===== config.mk =====
export PLATFORM = sky130hd
export DESIGN_NAME = fb_sync_fifo
export DESIGN_NICKNAME = d
export VERILOG_FILES = /design/src/rtl/fb_cfg_pkg.sv /design/src/rtl/fb_sync_fifo.sv
export SDC_FILE = /design/constraint.sdc
export NUM_CORES = 1
export LEC_CHECK = 0
export ABC_CLOCK_PERIOD_IN_PS = 2300
export BUFFER_PORTS_ARGS = -buffer_cell sky130_fd_sc_hd__buf_2
export CAP_MARGIN = 20
export CELL_PAD_IN_SITES_DETAIL_PLACEMENT = 0
export CELL_PAD_IN_SITES_GLOBAL_PLACEMENT = 1
export CORE_ASPECT_RATIO = 1.25
export CORE_UTILIZATION = 45
export DETAILED_ROUTE_END_ITERATION = 6
export HOLD_SLACK_MARGIN = 0.1
export PLACE_DENSITY_LB_ADDON = 0.3
export SLEW_MARGIN = 20
export SYNTH_ARGS = -nofsm -noshare
export SYNTH_HDL_FRONTEND = slang
export SYNTH_SLANG_ARGS = --single-unit

===== constraint.sdc =====
create_clock -name clk -period 2.3 [get_ports clk]
set_clock_uncertainty 0.05 [all_clocks]
set_input_delay 0.46 -clock clk [delete_from_list [all_inputs] [get_ports clk]]
set_output_delay 0.46 -clock clk [all_outputs]
set_load 0.02 [all_outputs]

===== src/rtl/fb_cfg_pkg.sv =====
//**********************************************************************
// frame buffer configuration package
// widths, the pixel/address/length types, the register map and the
// configuration struct handed from the APB registers to the arbiter
//**********************************************************************
package fb_cfg_pkg;

    localparam int ADDR_W = 12;   // word address, msb is the page bit
    localparam int DATA_W = 16;
    localparam int LEN_W  = 6;
    localparam int CNT_W  = 7;    // holds 0..64

    typedef logic [ADDR_W-1:0] addr_t;
    typedef logic [LEN_W-1:0]  len_t;
    typedef logic [DATA_W-1:0] pix_t;
    typedef logic [CNT_W-1:0]  cnt_t;

    typedef struct packed {
        addr_t wr_min;
        addr_t wr_max;
        addr_t rd_min;
        addr_t rd_max;
        len_t  wr_len;
        len_t  rd_len;
        logic  enable;
        logic  pingpong;
    } fb_cfg_t;

    // apb byte offsets
    typedef enum logic [7:0] {
        CTRL   = 8'h00,
        WR_MIN = 8'h04,
        WR_MAX = 8'h08,
        RD_MIN = 8'h0C,
        RD_MAX = 8'h10,
        LEN    = 8'h14,   // wr len in 5..0, rd len in 13..8
        STATUS = 8'h18    // read only
    } reg_addr_e;

endpackage


===== src/rtl/fb_sync_fifo.sv =====
//**********************************************************************
// single clock pixel FIFO with fill count and show-ahead output
// instantiated on the write side and on the read side of the buffer
//**********************************************************************
`timescale 1ns/1ps

module fb_sync_fifo #(
    parameter int FIFO_DEPTH = 64   // power of two
) (
    input  logic             clk,
    input  logic             rst_n,
    input  logic             push,
    input  fb_cfg_pkg::pix_t wdata,
    input  logic             pop,
    output fb_cfg_pkg::pix_t rdata,
    output logic             full,
    output logic             empty,
    output fb_cfg_pkg::cnt_t count
);

    localparam int PTR_W = $clog2(FIFO_DEPTH);

    fb_cfg_pkg::pix_t mem [FIFO_DEPTH];
    logic [PTR_W-1:0] wr_ptr;
    logic [PTR_W-1:0] rd_ptr;

    assign full  = (count == fb_cfg_pkg::cnt_t'(FIFO_DEPTH));
    assign empty = (count == '0);
    assign rdata = mem[rd_ptr];   // head word always visible

    always_ff @(posedge clk) begin
        if (push)
            mem[wr_ptr] <= wdata;
    end

    // pointers wrap naturally
    always_ff @(posedge clk or negedge rst_n) begin
        if (!rst_n) begin
            wr_ptr <= '0;
            rd_ptr <= '0;
            count  <= '0;
        end else begin
            if (push)
                wr_ptr <= wr_ptr + 1'b1;
            if (pop)
                rd_ptr <= rd_ptr + 1'b1;
            case ({push, pop})
                2'b10:   count <= count + 1'b1;
                2'b01:   count <= count - 1'b1;
                default: count <= count;
            endcase
        end
    end

    a_no_overflow: assert property (@(posedge clk) disable iff (!rst_n) full |-> !push)
        else $error("push into full fifo");
    a_no_underflow: assert property (@(posedge clk) disable iff (!rst_n) empty |-> !pop)
        else $error("pop from empty fifo");

endmodule


==> impl_results.md, run 1 <==
- Status: complete, but fails checks
- Violated checks: setup timing
- Total power: 63.2 mW
- GR met3 Demand/Resource: 2.70%
- Vias per cell: 5.77
- Hold crit path type: in2reg
- Most used routing layer: met2
- Met1 Use GR: 28.4%
- Worst r2r src: wr_ptr[3]
- Worst reg2reg endpoint: mem[9][1]
- Critical path's most frequent cell: buf_4
- CTS sink cnt: 1043
- Mux contribution to synthesized area: 13.6%
- Die H: 338 microns
- Synth Area in Compound Gates: 5.40%
- Syn Inst Count: 2041
- Drt total wl: 104000 microns
- Core Area: 89000 sq um
- Syn. warnings: 0
- EDFF count, synth: 1024
- Grt total ovfl: 0
- Startpoint Class: register
- Fmax: 277 MHz
- Port Buffer Count: 44
- Largest family of logic cells by synthesized area: multiplexers
- # rows: 122
- Total Routing Usage GR: 22.6%
- Drt wl/cell: 28.1 microns
- Fin cells: 3686
- First-pass GRT wire length: 151000 microns
- Max_cap viols: 0
- Final period utilization: 157%
- Area grow syn2layout: 22.4%
- Final #Nets: 2450
- Placed Cells: 3468
- Worst slew pin tran: 0.942 ns
- Slowest cell on crit path: mux4_2
- Synth cell types: 53
- Lkg Pwr: 16.9 nW
- Crit path kind: reg2out
- Slew Viols, Final: 0
- Synth Cell Area: 40700 sq um
- CTS tree: built
- Clock Root Buffer: clkbuf_16
- DRT iter0 DRCs: 1886
- Crit path max-delay family: buffers and inverters
- Die width: 271 microns
- FFs w/ async S/R, synth: 1.82%
- Num CTS Buffers: 95
- Maximum buffer depth of the clock tree: 3
- FF-to-FF path depth: 3
- Seq/Total Area, Yosys: 76.7%
- Share of layout cells above drive strength 1: 34.3%
- Setup ws final: -1.31 ns
- Most common flop cell mapped by yosys: edfxtp_1
- Number of global-route vias before repair: 22100
- Crit-path cells: buf_12 > bufbuf_16 > buf_8 > mux4_2 > a211oi_2 > buf_4 > a221oi_2 > buf_4 > a21o_1 > buf_2
- Vias: 21270
- RD Place Congestion: 0.835
- WP buf/inv: 6
- Die area: 91700 sq um
- Setup-failing EPs final: 18
- Post-Syn Area per Cell: 19.9 sq um
- Seq cells post-synth: 1043
- Pin count of the biggest net entering global routing: 65
- DP HPWL: 65400 microns
- Worst VDD drop: 1.55 mV
- Simple-gate share of the synthesized area: 1.57%
- Max H-tree Level: 3
- Worst EP required: 1.79 ns
- Worst setup EP type: output pin
- RSZ-0062 raised after global routing: true
- DRT Pass-1 Iters: 5
- Critical Path AT: 3.10 ns
- Worst setup startpoint: rd_ptr[0]
- Final ANT Viol Nets: 0
- GR Util met2: 40.0%
- Largest stage delay, worst path: 0.50 ns
- Minimum clock period: 3.61 ns
- Worst skew pair latency: 0.67 ns
- Power Density: 1270 nW/um^2
- Post-Synth XOR/XNOR Area: 0.387%
- Initial antenna violation count: 1
- Slew headroom: 37.2%
- Clk pin slew, worst setup/hold paths: 0.06 ns
- Post-Synth Adder-Cell Area: 0.154%
- Mapped Nets: 2066
- Starting Density: 45.7%
- Worst path depth: 10
- Number of I/O pins: 45
- Fin. Hold Viols: 0
- CP endpoint: rdata[4]
- Reg2Reg Setup Slack: 0.27 ns
- Crit path max fanout: 7
- Drt drc: 0
## worst reg2reg max path, stage by stage, from the launching register on
cell and delay (ns):
dfrtp_1 0.61, or3b_2 0.62, nor2_1 0.13, buf_4 0.29
## report_power, final
| part | internal, mW | leakage, nW | total, mW | switching, mW |
|---|---|---|---|---|
| sequential | 21.7 | 9.43 | 22.2 | 0.498 |
| clock | 9.81 | 1.60 | 16.6 | 6.77 |
| combinational | 11.2 | 5.86 | 24.4 | 13.1 |
## cell type report
type,instances,area (sq um)
antenna,3,7.51
clock buffer,120,2610
sequential,1043,31200
multi-input combinational,859,9470
timing repair buffer,421,4320
inverter,5,18.8
fill,6668,39200
tap,1178,1470
clock inverter,57,686
## worst min path at each step
stage | startpoint | endpoint | cells past startpoint
after floorplan | rst_n | count[0] | 0
after global placement | rst_n | count[6] | 1
after detailed placement | rst_n | count[6] | 1
after CTS | push | wr_ptr[0] | 3
after global routing | pop | rd_ptr[0] | 3
final | pop | rd_ptr[0] | 3
## stage by stage
stage	hold WS [ns]	util, %	instance area, sq um	setup TNS, ns	setup slack [ns]
after floorplan	0.114	-	40800	-8.71	-0.0746
after global placement	0.428	50.6	45100	-13.07	-0.966
after detailed placement	0.425	50.6	45100	-13.41	-1.01
after CTS	0.148	55.2	49100	-21.74	-1.34
after global routing	0.182	56.0	49800	-22.23	-1.43
final	0.192	56.0	49800	-20.72	-1.31
## repair_timing
item | 4_1_cts | 5_1_grt
hold buffers | 1 | 0
cloned | 5 | 3
pin swaps | 13 | 32
endpoints found under the hold margin | 19 | 0
resized for setup | 115 | 117
setup buffers | 15 | 17
setup endpoints to repair | 18 | 18
## flip-flops by register name (all words and copies together) (netlist names)
| register | flops |
|---|---|
| rd_ptr | 6 |
| wr_ptr | 6 |
| mem | 1024 |
| count | 7 |
## layout by cell type (no fill, tap or decap), drive strengths merged, types with 3 or more instances in the layout
master	n
edfxtp	1024
buf	416
mux2i	256
mux4	131
clkbuf	122
nor2	79
a221oi	67
o21ai	61
a21oi	39
o22ai	34
clkinv	33
o221ai	32
a211oi	29
a22oi	19
dfrtp	19
bufinv	16
a21o	14
nand2	13
nand3	13
xor2	10
xnor2	8
inv	8
nor2b	6
clkinvlp	5
ha	5
nand3b	4
nor3	4
or3b	4
diode	3
## kinds of logic (layout without fill, tap and decap cells)
kind of cell	count (synthesis)	after routing
DFF	1043	1043
muxes	389	389
AOI/OAI and AO/OA	307	307
buffers and inverters	140	603
and+or+nand+nor	139	140
xor gates and xnor gates	18	18
adders and majority gates	5	5
other	0	3
## cells in the mapped netlist (all sizes together) (2+ instances only)
cell / number / area (sq um)
edfxtp: 1024 / 30700
mux2i: 256 / 2560
mux4: 131 / 2950
nor2: 79 / 297
buf: 68 / 614
a221oi: 67 / 631
clkbuf: 67 / 251
o21ai: 61 / 305
a21oi: 39 / 195
o22ai: 34 / 213
o221ai: 32 / 280
a211oi: 29 / 218
a22oi: 19 / 143
dfrtp: 19 / 475
a21o: 14 / 105
nand2: 13 / 48.8
nand3: 13 / 65.1
xor2: 10 / 87.6
xnor2: 8 / 70.1
nor2b: 6 / 37.5
ha: 5 / 62.6
inv: 5 / 18.8
nand3b: 4 / 30.0
nor3: 4 / 20.0
or3b: 3 / 26.3
a2111oi: 2 / 18.8
a22o: 2 / 17.5
and2: 2 / 12.5
and3b: 2 / 17.5
mux2: 2 / 22.5
nand2b: 2 / 12.5
nand4: 2 / 12.5
nor3b: 2 / 15.0
nor4: 2 / 12.5
or2: 2 / 12.5
or3: 2 / 12.5
## metal layers
metal	vias up	part of all wire [%]
met5	-	0
met4	0	3.4
met3	157	4.9
met2	661	53
met1	11203	39
li1	9249	-
Power figures use the tool's default switching activity.
==> run 2: changes to the inputs <==
--- a/config.mk
+++ b/config.mk
@@ -6,15 +6,15 @@
 export NUM_CORES = 1
 export LEC_CHECK = 0
 export ABC_CLOCK_PERIOD_IN_PS = 2300
-export BUFFER_PORTS_ARGS = -buffer_cell sky130_fd_sc_hd__buf_2
 export CAP_MARGIN = 20
 export CELL_PAD_IN_SITES_DETAIL_PLACEMENT = 0
 export CELL_PAD_IN_SITES_GLOBAL_PLACEMENT = 1
 export CORE_ASPECT_RATIO = 1.25
 export CORE_UTILIZATION = 45
 export DETAILED_ROUTE_END_ITERATION = 6
+export DONT_BUFFER_PORTS = 1
 export HOLD_SLACK_MARGIN = 0.1
-export PLACE_DENSITY_LB_ADDON = 0.3
+export PLACE_DENSITY = 0.75
 export SLEW_MARGIN = 20
 export SYNTH_ARGS = -nofsm -noshare
 export SYNTH_HDL_FRONTEND = slang
==> run 2 against run 1 <==
Net effect: the run still ends with setup timing left; critical endpoint is now rdata[8]; largest cell class unchanged; first-iteration DRC count increased by 15%; flip-flop and latch count unchanged; count of clock-buffer cells in the layout decreased by 4; highest routed layer is now met5; final cell count decreased by 1.8%; die area unchanged; clock power about the same; sequential share of layout area increased by 0.22 points; largest power group unchanged; fmax increased by 3.1%; global-route usage decreased by 0.58 points.
==> impl_results.md, run 2 (synthesized netlist as in run 1, its figures left out) <==
- Worst setup startpoint: rd_ptr[1]
- Top flop regs: mem (1024), count (7)
- Most frequent cells in the layout: 1024 x edfxtp_1, 251 x mux2i_1, 236 x buf_4
- Share of layout cells above drive strength 1: 32.9%
- Core Area: 89000 sq um
- Largest stage delay, worst path: 0.48 ns
- Minimum clock period: 3.50 ns
- Crit-path cells: or3b_4 > bufbuf_16 > o22ai_1 > a211oi_2 > buf_4 > a22oi_2 > a21o_4
- Number of global-route vias before repair: 21727
- Clk pin slew, worst setup/hold paths: 0.07 ns
- Area grow syn2layout: 22.0%
- Hold slack final: 0.102 ns
- Grt total ovfl: 0
- Total Routing Usage GR: 22.0%
- Die area: 91700 sq um
- Most common cell after layout, fill and taps aside: edfxtp_1
- First-pass GRT wire length: 147000 microns
- Slew Viols, Final: 0
- Pin count of the biggest net entering global routing: 65
- N_diodes: 0
- Worst EP required: 1.79 ns
- Worst reg2reg endpoint: mem[63][8]
- Vias: 21272
- Max H-tree Level: 3
- Worst VDD drop: 0.962 mV
- Drt wl/cell: 28.3 microns
- Die width: 271 microns
- Worst setup EP type: output pin
- Worst slew pin tran: 0.671 ns
- Setup ws final: -1.20 ns
- Final instance area: 49600 sq um
- Die H: 338 microns
- Violated checks: setup timing
- Crit path kind: reg2out
- Vias per cell: 5.88
- Number of I/O pins: 45
- Worst r2r src: wr_ptr[4]
- Slew headroom: 55.2%
- Slowest cell on crit path: dfrtp_4
- CP endpoint: rdata[8]
- Crit path max fanout: 15
- Max_cap viols: 0
- RSZ-0062 raised after global routing: true
- Maximum buffer depth of the clock tree: 3
- Final period utilization: 152%
- CTS tree: built
- Fmax: 286 MHz
- Power Density: 1260 nW/um^2
- DRT iter0 DRCs: 2166
- Num CTS Buffers: 97
- Max reg flops: 1024
- RD Place Congestion: 0.857
- Drt total wl: 102000 microns
- FF-to-FF path depth: 3
- Port Buffer Count: 0
- Drt drc: 0
- Starting Density: 45.7%
- Reg2Reg Setup Slack: 0.02 ns
- Worst path depth: 7
- Setup-failing EPs final: 18
- WP buf/inv: 2
- Hold crit path type: in2reg
- Placed Area: 44200 sq um
- Final ANT Viol Nets: 0
- Setup WS pre-CTS: -0.776 ns
- CTS sink cnt: 1043
- Top reg by flops: mem
- Lkg Pwr: 16.6 nW
- Crit path max-delay family: compound AO/OA/AOI/OAI gates
- Critical Path AT: 2.99 ns
- DRT Pass-1 Iters: 5
- DP HPWL: 60700 microns
- Startpoint Class: register
- Status: complete, but fails checks
- Clock Root Buffer: clkbuf_16
- # rows: 122
- Initial antenna violation count: 2
- Worst skew pair latency: 0.67 ns
- Final #Nets: 2383
- Fin. Hold Viols: 0
run 2: changes by cell type in the layout (fill, tap and decap cells not counted), sizes merged, moves of 3 or more:
cell	delta
buf	-80
bufinv	-3
diode	-3
clkinvlp	+5
inv	+6
dlygate4sd3	+6
run 2: final cells by class:
class                      count  area (sq um)
clock inverter                66           763
sequential                  1043         31200
multi-input combinational    858          9480
fill                        6465         39400
tap                         1178          1470
clock buffer                 116          2520
timing repair buffer         353          4150
inverter                       5          18.8
run 2: worst min-delay path by stage:
| stage | from | to | slack (ns) | depth (start not counted) |
|---|---|---|---|---|
| floorplan | rst_n | count[0] | 0.11 | 0 |
| global placement | rst_n | count[1] | 0.12 | 0 |
| detailed placement | rst_n | count[1] | 0.12 | 0 |
| CTS | wdata[4] | mem[22][4] | 0.10 | 1 |
| global route | wdata[6] | mem[16][6] | 0.10 | 1 |
| finish | wdata[6] | mem[17][6] | 0.10 | 1 |
run 2: timing repair:
item                                    4_1_cts  5_1_grt
hold buffers                                 23        1
pin swaps                                    21       33
endpoints found under the hold margin      1053        3
endpoints found under the setup margin       18       18
resized for setup                           136       84
buffers inserted                             14       16
cloned                                        7        7
run 2: power by group:
| part | leakage (nW) | switching [mW] | internal [mW] | total, mW |
|---|---|---|---|---|
| registers | 9.43 | 0.450 | 21.7 | 22.2 |
| logic | 5.62 | 13.1 | 11.1 | 24.1 |
| clock network | 1.57 | 7.07 | 9.39 | 16.5 |
run 2: metrics by stage:
step,std cells,setup TNS (ns),util (%),power (mW)
floorplan,2041,-8.71,-,34.1
finish,3619,-19.14,55.8,62.7
global route,3619,-20.15,55.8,64.6
CTS,3596,-19.43,55.0,61.3
global placement,3370,-10.84,49.7,42.1
detailed placement,3370,-10.99,49.7,42.4
run 2: metal layers:
metal | wire (microns) | vias up | GRT usage (%)
met5 | 10 | - | 0
met4 | 3650 | 2 | 8.62
met3 | 5870 | 160 | 3.15
met2 | 54300 | 729 | 39.0
met1 | 38500 | 11247 | 27.1
li1 | - | 9134 | -
