## src/rtl/fb_cfg_pkg.sv

```systemverilog
//**********************************************************************
// frame buffer configuration package
// widths, the pixel/address/length types, the register map and the
// configuration struct handed from the APB registers to the arbiter
//**********************************************************************
package fb_cfg_pkg;

    localparam int ADDR_W = 12;   // word address, msb is the page bit
    localparam int DATA_W = 16;
    localparam int LEN_W  = 6;
    localparam int CNT_W  = 7;    // holds 0..64

    typedef logic [ADDR_W-1:0] addr_t;
    typedef logic [LEN_W-1:0]  len_t;
    typedef logic [DATA_W-1:0] pix_t;
    typedef logic [CNT_W-1:0]  cnt_t;

    typedef struct packed {
        addr_t wr_min;
        addr_t wr_max;
        addr_t rd_min;
        addr_t rd_max;
        len_t  wr_len;
        len_t  rd_len;
        logic  enable;
        logic  pingpong;
    } fb_cfg_t;

    // apb byte offsets
    typedef enum logic [7:0] {
        CTRL   = 8'h00,
        WR_MIN = 8'h04,
        WR_MAX = 8'h08,
        RD_MIN = 8'h0C,
        RD_MAX = 8'h10,
        LEN    = 8'h14,   // wr len in 5..0, rd len in 13..8
        STATUS = 8'h18    // read only
    } reg_addr_e;

endpackage

```

## src/rtl/fb_apb_regs.sv

```systemverilog
//**********************************************************************
// APB slave for the frame buffer
// holds address windows, burst lengths, enable and ping-pong bits,
// returns page and frame-count status, no wait states
//**********************************************************************
`timescale 1ns/1ps

module fb_apb_regs (
    input  logic                clk,
    input  logic                rst_n,
    input  logic                psel,
    input  logic                penable,
    input  logic                pwrite,
    input  logic [7:0]          paddr,
    input  logic [31:0]         pwdata,
    output logic [31:0]         prdata,
    output logic                pready,
    output logic                pslverr,
    output fb_cfg_pkg::fb_cfg_t cfg,
    input  logic                wr_page,
    input  logic                rd_page,
    input  logic [7:0]          wr_frames,
    input  logic [7:0]          rd_frames
);

    localparam int AW = fb_cfg_pkg::ADDR_W;
    localparam int LW = fb_cfg_pkg::LEN_W;

    logic known;       // offset decodes
    logic access;      // access phase
    logic wr_en;

    assign pready  = 1'b1;
    assign access  = psel && penable;
    assign pslverr = access && (!known || (pwrite && paddr == fb_cfg_pkg::STATUS));
    assign wr_en   = access && pwrite && !pslverr;

    // read mux, valid during the access phase
    always_comb begin
        prdata = '0;
        known  = 1'b1;
        case (paddr)
            fb_cfg_pkg::CTRL:   prdata = {30'd0, cfg.pingpong, cfg.enable};
            fb_cfg_pkg::WR_MIN: prdata = {{(32-AW){1'b0}}, cfg.wr_min};
            fb_cfg_pkg::WR_MAX: prdata = {{(32-AW){1'b0}}, cfg.wr_max};
            fb_cfg_pkg::RD_MIN: prdata = {{(32-AW){1'b0}}, cfg.rd_min};
            fb_cfg_pkg::RD_MAX: prdata = {{(32-AW){1'b0}}, cfg.rd_max};
            fb_cfg_pkg::LEN: begin
                prdata[LW-1:0]  = cfg.wr_len;
                prdata[8 +: LW] = cfg.rd_len;
            end
            fb_cfg_pkg::STATUS: prdata = {8'd0, rd_frames, wr_frames, 6'd0, rd_page, wr_page};
            default:            known  = 1'b0;
        endcase
    end

    always_ff @(posedge clk or negedge rst_n) begin
        if (!rst_n) begin
            cfg <= '0;
        end else if (wr_en) begin
            case (paddr)
                fb_cfg_pkg::CTRL: begin
                    cfg.enable   <= pwdata[0];
                    cfg.pingpong <= pwdata[1];
                end
                fb_cfg_pkg::WR_MIN: cfg.wr_min <= pwdata[AW-1:0];
                fb_cfg_pkg::WR_MAX: cfg.wr_max <= pwdata[AW-1:0];
                fb_cfg_pkg::RD_MIN: cfg.rd_min <= pwdata[AW-1:0];
                fb_cfg_pkg::RD_MAX: cfg.rd_max <= pwdata[AW-1:0];
                fb_cfg_pkg::LEN: begin
                    cfg.wr_len <= pwdata[LW-1:0];
                    cfg.rd_len <= pwdata[8 +: LW];
                end
                default: cfg <= cfg;
            endcase
        end
    end

    // setup phase must come first
    a_penable_psel: assert property (@(posedge clk) disable iff (!rst_n)
        $rose(penable) |-> psel)
        else $error("penable rose without psel");

endmodule

```

## config.mk

```make
export PLATFORM = sky130hd
export DESIGN_NAME = fb_apb_regs
export DESIGN_NICKNAME = d
export VERILOG_FILES = /design/src/rtl/fb_cfg_pkg.sv /design/src/rtl/fb_apb_regs.sv
export SDC_FILE = /design/constraint.sdc
export NUM_CORES = 1
export LEC_CHECK = 0
export BUFFER_PORTS_ARGS = -buffer_cell sky130_fd_sc_hd__buf_2
export CAP_MARGIN = 10
export CORE_ASPECT_RATIO = 0.9
export CORE_MARGIN = 2
export CORE_UTILIZATION = 42
export CTS_CLUSTER_DIAMETER = 80
export DETAILED_ROUTE_END_ITERATION = 16
export GPL_TIMING_DRIVEN = 0
export PLACE_DENSITY = 0.77
export SYNTH_ARGS = -nofsm -noshare
export SYNTH_HDL_FRONTEND = slang
export SYNTH_SLANG_ARGS = --single-unit
```

## constraint.sdc

```tcl
create_clock -name clk -period 1.5 [get_ports clk]
set_input_delay 0.075 -clock clk [delete_from_list [all_inputs] [get_ports clk]]
set_output_delay 0.075 -clock clk [all_outputs]
set_load 0.01 [all_outputs]
```

==> out/qor.yml, run 1 <==
grtUsageTotal_pct: 23.8
hpwl_um: 7070
startpoint_type: "flop"
overflow: 0
hold_ws_ns: 0.0243
max_slew_margin_pct: 42.3
grt_max_degree: 38
place.gp.congestion: 0.898
cts_made_buffers: 9
die_h_um: 86.6
fin_crit_sh_pct: 112
drc: 0
required_ns: 1.42
cp_max_fo: 2
vias: 2774
worstSetupPathType: "reg -> out"
yosys_warnings: 0
p_leak_nw: 2.60
ys_ff_latch: 62
coreArea_sq_um: 7430
fillers: 613
pre_cts_ws_ns: -0.566
routed_wirelength_um: 9940
cts_sinks: 62
hold_depth: 2
rr_worst_depth: 3
endpoint_kind: "output port"
layout_common_cells: "buf_2 (128), dfrtp_1 (62), mux2_2 (50)"
maxSlewViolCount: 0
area_growth_syn_to_layout_pct: 46.2
final.setup_skew_ns: 0
layout_commonest_cell: "buf_2"
synth_enable_flop_cells: 0
syn_area_sq_um: 3180
drive_above_1_share_pct: 66.0
ant_nets: 0
vias_per_cell: 5.22
yosys.cell_types.count: 39
largest-register: "cfg"
clock_path_buffers: 2
rsz0062_at_grt: "yes"
portBuffers: 130
die_w_um: 95.7
cts-root-buf: "clkbuf_8"
violations: "setup timing"
r2r_slack_ns: 0.49
hold_viol_final: 0
drt_iter0_markers: 163
fin_util_pct: 62.6
grt_pass1_vias: 2712
drv_cap: 0
min_path_type: "in -> reg"
reg2reg_from: "cfg[16]$_DFFE_PN0P_"
drtPass1Iterations: 4
design_area_sq_um: 4650
diodes: 0
holdPathEnd: "cfg[32]$_DFFE_PN0P_"
fmax_ghz: 0.598
htreeDepth: 3
arrival_ns: 1.60
fin_nets: 493
setup_viol: 6
async_reset_ff_share_pct: 100
largest_reg_flops: 62
setup_slack_ns: -0.173
fin_setup_tns_ns: -0.678
largest_registers: "cfg (62)"
tightest_slew_ns: 0.866
ios: 159
initial_core_util_pct: 42.8
synthesis.area_per_instance_sq_um: 12.5
grt_pass1_wl_um: 14500
row_count: 30
hold_path_startpoint: "pwdata[6]"
power.density_nw_per_um2: 782
synthFlopType: "dfrtp_1"
synth_seq_area_share_pct: 48.8
die_area_sq_um: 8290
placed_area_sq_um: 4050
antenna_found_initial: 0
min_period_ns: 1.67
vdd_drop_max_mv: 0.484
status: "finished, violations left"
cts_tree: "yes"
reg2reg_to: "cfg[16]$_DFFE_PN0P_"
clk_pin_slew_ns: 0.07
clkLatencyLatePin_ns: 0.33
netlist_instances: 254
detail_route.wl_per_cell_um: 18.7
==> logic make-up after synthesis <==
| kind of cell | Yosys count | synth area share, % |
|---|---|---|
| AOI/OAI and AO/OA | 39 | 9.24 |
| buffers and inverters | 24 | 4.68 |
| DFF | 62 | 48.8 |
| muxes | 74 | 27.1 |
| other | 2 | 0.236 |
| and+or+nand+nor | 53 | 9.95 |
==> per-stage QoR <==
stage,std cells,total power [mW]
2_1_floorplan,261,1.89
3_3_place_gp,487,2.06
3_5_place_dp,488,2.07
4_1_cts,519,3.64
5_1_grt,531,3.80
6_report,531,3.64
==> layout make-up <==
type	count	area, sq um	share of cell area, %
Buffer	22	196	4.22
Clock inverter	5	56.3	1.21
Tap cell	96	120	2.58
Sequential cell	62	1550	33.4
Clock buffer	11	151	3.26
Timing Repair Buffer	160	913	19.6
Multi-Input combinational cell	175	1660	35.7
==> synthesized netlist by cell type (5+ instances only) <==
library cell | count | area [sq um]
a221o_1 | 5 | 50.1
a22o_1 | 5 | 43.8
a22oi_1 | 11 | 82.6
and2_1 | 10 | 62.6
buf_2 | 5 | 25.0
buf_4 | 12 | 90.1
clkbuf_1 | 5 | 18.8
dfrtp_1 | 62 | 1550
mux2_2 | 58 | 653
mux2_4 | 10 | 150
mux2i_1 | 6 | 60.1
nand2_1 | 7 | 26.3
nor2_1 | 11 | 41.3
o21ai_0 | 6 | 30.0
==> how the worst max path moves through the flow <==
| stage | startpoint | to | slack, ns | cells past startpoint |
|---|---|---|---|---|
| floorplan | paddr[5] | cfg[3]$_DFFE_PN0P_ | -0.04 | 5 |
| global placement | paddr[4] | prdata[9] | -0.52 | 7 |
| detailed placement | paddr[4] | prdata[9] | -0.57 | 7 |
| CTS | cfg[25]$_DFFE_PN0P_ | prdata[11] | -0.19 | 5 |
| global route | cfg[17]$_DFFE_PN0P_ | prdata[3] | -0.24 | 5 |
| finish | cfg[25]$_DFFE_PN0P_ | prdata[11] | -0.17 | 5 |
==> power breakdown <==
part           leakage, nW  switching, mW  internal [mW]
Sequential           0.864         0.0189           1.70
Clock                0.106          0.678          0.858
Combinational         1.63          0.207          0.179
Total                 2.60          0.904           2.73
==> routing by layer <==
| layer | GRT usage [%] | share of wire (%) |
|---|---|---|
| met1 | 31.2 | 41 |
| met2 | 39.1 | 50 |
| met3 | 6.26 | 8.3 |
| met4 | 6.49 | 0.57 |
| met5 | 0 | 0 |
==> worst max-delay path: stages, from the launching register on <==
cell	delay, ns
dfrtp_1	0.38
mux2_4	0.27
a22o_1	0.19
a222oi_1	0.21
nor2_1	0.08
buf_2	0.14
==> repair_timing <==
| item | CTS | global route |
|---|---|---|
| hold endpoints to repair | 38 | 1 |
| gates cloned | 0 | 0 |
| hold buffers | 3 | 1 |
| buffers inserted | 13 | 12 |
| endpoints found under the setup margin | 35 | 44 |
| gates resized for setup | 31 | 23 |
| pin swaps | 4 | 10 |
(Power assumes the default switching activity.)
==> run 2, diff against run 1 <==
CELL_PAD_IN_SITES_DETAIL_PLACEMENT = 1   (was unset)
CELL_PAD_IN_SITES_GLOBAL_PLACEMENT = 1   (was unset)
CORE_UTILIZATION = 31   (was 42)
PLACE_DENSITY = unset   (was 0.77)
PLACE_DENSITY_LB_ADDON = 0.1   (was unset)
==> run 2 against run 1 <==
The flow still finishes with violations (setup timing). Clock power grew 49%. Combinational power shrank 1%. Critical path depth is the same. First-iteration DRC count shrank 69%. Register-to-register slack lost 0.02 ns. Sequential share of layout area shrank 1.3 points. Count of clock-buffer cells in the layout is the same. Setup slack lost 0.016 ns. Final area grew 3.9%. Maximum frequency shrank 0.93%. Die area grew 34%. Non-clock buffer count is the same. Highest routed layer unchanged.
==> out/qor.yml, run 2 (same netlist as run 1, synthesis figures left out) <==
status: "finished, violations left"
violations: "setup timing"
largest-register: "cfg"
area_growth_syn_to_layout_pct: 51.9
grtUsageTotal_pct: 19.5
drive_above_1_share_pct: 66.2
hold_viol_final: 0
final.setup_skew_ns: 0
regArea_sq_um: 1550
clkLatencyLatePin_ns: 0.32
startpoint_type: "flop"
cpPeakStageDelay_ns: 0.38
largest_reg_flops: 62
cts-root-buf: "clkbuf_16"
cp_num_cells: 5
reg2reg_from: "cfg[10]$_DFFE_PN0P_"
maxSlewViolCount: 0
vdd_drop_max_mv: 0.567
place.gp.congestion: 0.749
cpMaxStageDelayCell: "dfrtp_1"
endpoint_kind: "output port"
multi_input_area_sq_um: 1660
fmax_ghz: 0.592
vias_per_cell: 4.85
arrival_ns: 1.61
cts_tree: "yes"
rsz0062_at_grt: "yes"
setup_slack_ns: -0.188
grt_pass1_wl_um: 16400
clk_pin_slew_ns: 0.06
initial_core_util_pct: 31.5
crit_chain: "mux2_4, a22o_1, a222oi_1, nor2_1, buf_2"
rr_worst_depth: 3
holdPathEnd: "cfg[16]$_DFFE_PN0P_"
overflow: 0
drt_iter0_markers: 51
grt_max_degree: 63
routed_wirelength_um: 10600
hold_ws_ns: 0.0449
ant_nets: 0
htreeDepth: 3
detail_route.wl_per_cell_um: 18.8
crit_buf_inv: 1
hpwl_um: 7400
coreArea_sq_um: 10100
max_slew_margin_pct: 45.1
required_ns: 1.42
clock_path_buffers: 2
fillers: 1123
row_count: 35
finalNonFillerCells: 564
worstSetupPathType: "reg -> out"
cts_made_buffers: 9
drc: 0
grt_pass1_vias: 2879
dp.cells: 520
min_path_type: "in -> reg"
largest_registers: "cfg (62)"
power.density_nw_per_um2: 909
vias: 2738
portBuffers: 130
reg2reg_to: "cfg[10]$_DFFE_PN0P_"
cts_sinks: 62
die_w_um: 111
min_period_ns: 1.69
diodes: 0
cp_max_fo: 2
cp_top_family: "compound AO/OA/AOI/OAI gates"
drtPass1Iterations: 4
p_leak_nw: 2.66
layout_common_cells: "buf_2 (128), dfrtp_1 (62), mux2_2 (50)"
r2r_slack_ns: 0.47
ios: 159
die_h_um: 100
hold_depth: 2
hold_path_startpoint: "pwdata[2]"
fin_nets: 493
layout_commonest_cell: "buf_2"
setup_viol: 4
drv_cap: 0
tightest_slew_ns: 0.824
die_area_sq_um: 11100
fin_crit_sh_pct: 113
antenna_found_initial: 0
==> run 2: changes by cell type in the layout (fill, tap and decap cells not counted), moves of 2 or more <==
cell / delta
a22oi_1: -2
clkbuf_16: +9
clkbuf_4: -2
buf_8: +2
clkbuf_8: -9
a22oi_2: +2
==> run 2: how the worst max path moves through the flow <==
stage	start	end	slack [ns]
global route	cfg[25]$_DFFE_PN0P_	prdata[11]	-0.29
global placement	paddr[4]	prdata[9]	-0.66
floorplan	paddr[5]	cfg[3]$_DFFE_PN0P_	-0.04
detailed placement	paddr[4]	prdata[9]	-0.63
CTS	cfg[5]$_DFFE_PN0P_	prdata[11]	-0.23
finish	cfg[5]$_DFFE_PN0P_	prdata[11]	-0.19
==> run 2: per-stage QoR <==
step           power, mW  utilization (%)  setup slack (ns)  area (sq um)  setup TNS, ns
3_5_place_dp        2.08             40.3            -0.630          4080         -29.36
2_1_floorplan       1.89                -           -0.0385          3260         -0.254
4_1_cts             4.43             45.6            -0.229          4610         -0.748
5_1_grt             4.55             47.8            -0.288          4830          -1.08
3_3_place_gp        2.07             40.3            -0.658          4070         -28.87
6_report            4.40             47.8            -0.188          4830         -0.608
==> run 2: report_power, final <==
group	switching [mW]	total, mW	internal (mW)
sequential	0.0186	1.72	1.70
combinational	0.210	0.382	0.171
clock	0.753	2.30	1.54
total	0.982	4.40	3.41
==> run 2: layer usage <==
metal	GRT usage [%]	vias up	part of all wire (%)
met4	4.33	0	0.71
met3	5.01	5	6.6
met1	24.4	1359	43
met2	34.5	104	49
met5	0	-	0
li1	-	1270	-
==> run 2: cell type report <==
class / instances / share of cell area, %
buffer: 23 / 4.79
multi-input combinational: 175 / 34.4
sequential: 62 / 32.1
tap: 129 / 3.34
clock inverter: 5 / 1.68
clock buffer: 11 / 5.23
timing repair buffer: 159 / 18.4
==> run 2: repair_timing <==
action,4_1_cts,5_1_grt
endpoints found under the setup margin,47,55
hold buffers,3,0
buffers inserted,10,16
pin swaps,4,14
hold endpoints to repair,64,0
resized for setup,30,35
==> run 3, diff against run 2 <==
ABC_AREA = 1   (was unset)
CORE_UTILIZATION = 29   (was 31)
==> run 3 against run 2 <==
The flow now finishes without violations. Non-clock buffer count decreased by 21. Via count increased by 25%. Register-to-register slack improved by 0.34 ns. Routed wire length increased by 14%. Clock power about the same. Largest power group unchanged.
==> out/qor.yml, run 3 <==
row_count: 36
ios: 159
rsz0062_at_grt: "yes"
tightest_slew_ns: 0.858
min_period_ns: 1.42
cts-root-buf: "clkbuf_16"
vdd_drop_max_mv: 0.575
grtUsageTotal_pct: 20.4
design_area_sq_um: 4580
overflow: 0
startpoint_type: "flop"
grt_pass1_vias: 3416
clkLatencyLatePin_ns: 0.32
endpoint_kind: "output port"
final.setup_skew_ns: 0
place.gp.congestion: 0.796
synth.area.top_cells: "dfrtp_1 (47%), nand2_1 (29%), nor2_4 (3.1%)"
synthFlopType: "dfrtp_1"
initial_core_util_pct: 30.0
layout_common_cells: "nand2_1 (251), buf_2 (134), dfrtp_1 (62)"
multi_input_area_sq_um: 1490
p_leak_nw: 2.78
vias: 3422
drt_iter0_markers: 124
synthesis.area_per_instance_sq_um: 7.38
coreArea_sq_um: 10900
async_reset_ff_share_pct: 100
synth_top_area_share_pct: 47.5
post-synth-top-count-cell: "nand2_1"
placed_area_sq_um: 4140
portBuffers: 131
max_slew_margin_pct: 42.8
ys_ff_latch: 62
synth_common_cells: "nand2_1 (252), dfrtp_1 (62), inv_1 (24), nor2_1 (20), nand4_1 (13)"
cts_tree: "yes"
required_ns: 1.42
hpwl_um: 8690
yosys.cell_types.count: 22
grt_pass1_wl_um: 18600
netlist_instances: 443
largest_registers: "cfg (62)"
cp_max_fo: 3
die_w_um: 116
drc: 0
p_total_mw: 4.20
fin_crit_sh_pct: 94.6
fin_nets: 659
die_area_sq_um: 12100
synth_seq_area_share_pct: 47.5
hold_ws_ns: 0.00923
syn_area_sq_um: 3270
area_growth_syn_to_layout_pct: 40.2
regArea_sq_um: 1550
ant_nets: 0
routed_wirelength_um: 12100
setup_viol: 0
vias_per_cell: 4.54
largest-register: "cfg"
layout_commonest_cell: "nand2_1"
hold_viol_final: 0
status: "finished clean"
largest_reg_flops: 62
min_path_type: "in -> reg"
yosys_warnings: 0
grt_max_degree: 63
maxSlewViolCount: 0
die_h_um: 105
clock_path_buffers: 2
fillers: 1418
drtPass1Iterations: 4
detail_route.wl_per_cell_um: 16.1
drv_cap: 0
htreeDepth: 3
yosys.area.top_type: "dfrtp_1"
antenna_found_initial: 0
cts_made_buffers: 9
cts_setup_buffers: 0
worstSetupPathType: "reg -> out"
diodes: 0
fmax_ghz: 0.705
arrival_ns: 1.34
synth_enable_flop_cells: 0
power.density_nw_per_um2: 917
clk_pin_slew_ns: 0.05
cts_sinks: 62
drive_above_1_share_pct: 32.9
[run 3: worst paths after layout]
kind	to	slack, ns	startpoint	cells after the start
max	prdata[5]	0.08	cfg[31]$_DFFE_PN0P_	4
min	cfg[32]$_DFFE_PN0P_	0.009	pwdata[6]	3
max reg2reg	cfg[25]$_DFFE_PN0P_	0.81	cfg[25]$_DFFE_PN0P_	2
min reg2reg	cfg[48]$_DFFE_PN0P_	0.51	cfg[48]$_DFFE_PN0P_	2
max in group asynchronous	cfg[10]$_DFFE_PN0P_	0.54	rst_n	2
min in group asynchronous	cfg[5]$_DFFE_PN0P_	0.41	rst_n	2
[run 3: power breakdown]
| group | switching, mW | internal [mW] | total (mW) |
|---|---|---|---|
| Combinational | 0.135 | 0.0820 | 0.217 |
| Clock | 0.764 | 1.54 | 2.31 |
| Sequential | 0.000967 | 1.67 | 1.68 |
[run 3: cell type report]
type	count	area share, %
timing repair buffer	135	15.2
multi-input combinational	335	32.5
clock buffer	11	5.51
tap	152	4.15
buffer	26	4.70
clock inverter	5	1.77
sequential	62	33.9
inverter	27	2.32
[run 3: logic make-up (layout without fill, tap and decap cells)]
group                  count (synthesis)  in the layout  share of synthesized area [%]
other                                  2              9                          0.230
AOI/OAI and AO/OA                     18             18                           3.64
buffers and inverters                 53            204                           8.54
and+or+nand+nor                      308            308                           40.1
DFF                                   62             62                           47.5
[run 3: metrics by stage]
| stage | setup TNS (ns) | util (%) | instances | worst slack (ns) |
|---|---|---|---|---|
| after floorplan | 0 | - | 450 | 0.321 |
| after global placement | -16.47 | 38.0 | 733 | -0.459 |
| after detailed placement | -20.13 | 38.0 | 733 | -0.464 |
| after CTS | 0 | 41.7 | 753 | 0.00961 |
| after global routing | -0.0289 | 42.0 | 753 | -0.0141 |
| final | 0 | 42.0 | 753 | 0.0815 |
[run 3: what timing repair did]
item / in CTS / in global routing
resized for setup: 12 / 16
endpoints found under the setup margin: 22 / 37
hold buffers: 4 / 0
endpoints found under the hold margin: 65 / 0
[run 3: worst max-delay path, cell delays in order, from the launching register on]
cell and delay [ns]:
dfrtp_1 0.39, a22o_1 0.26, a21oi_2 0.11, nand3_1 0.11, buf_2 0.16
[run 3: layer usage]
metal	vias to the layer above	GRT usage [%]	part of all wire [%]
met3	6	4.29	5.3
met1	1660	28.0	47
li1	1655	-	-
met2	101	33.4	47
met5	-	0	0
met4	0	3.57	0.62
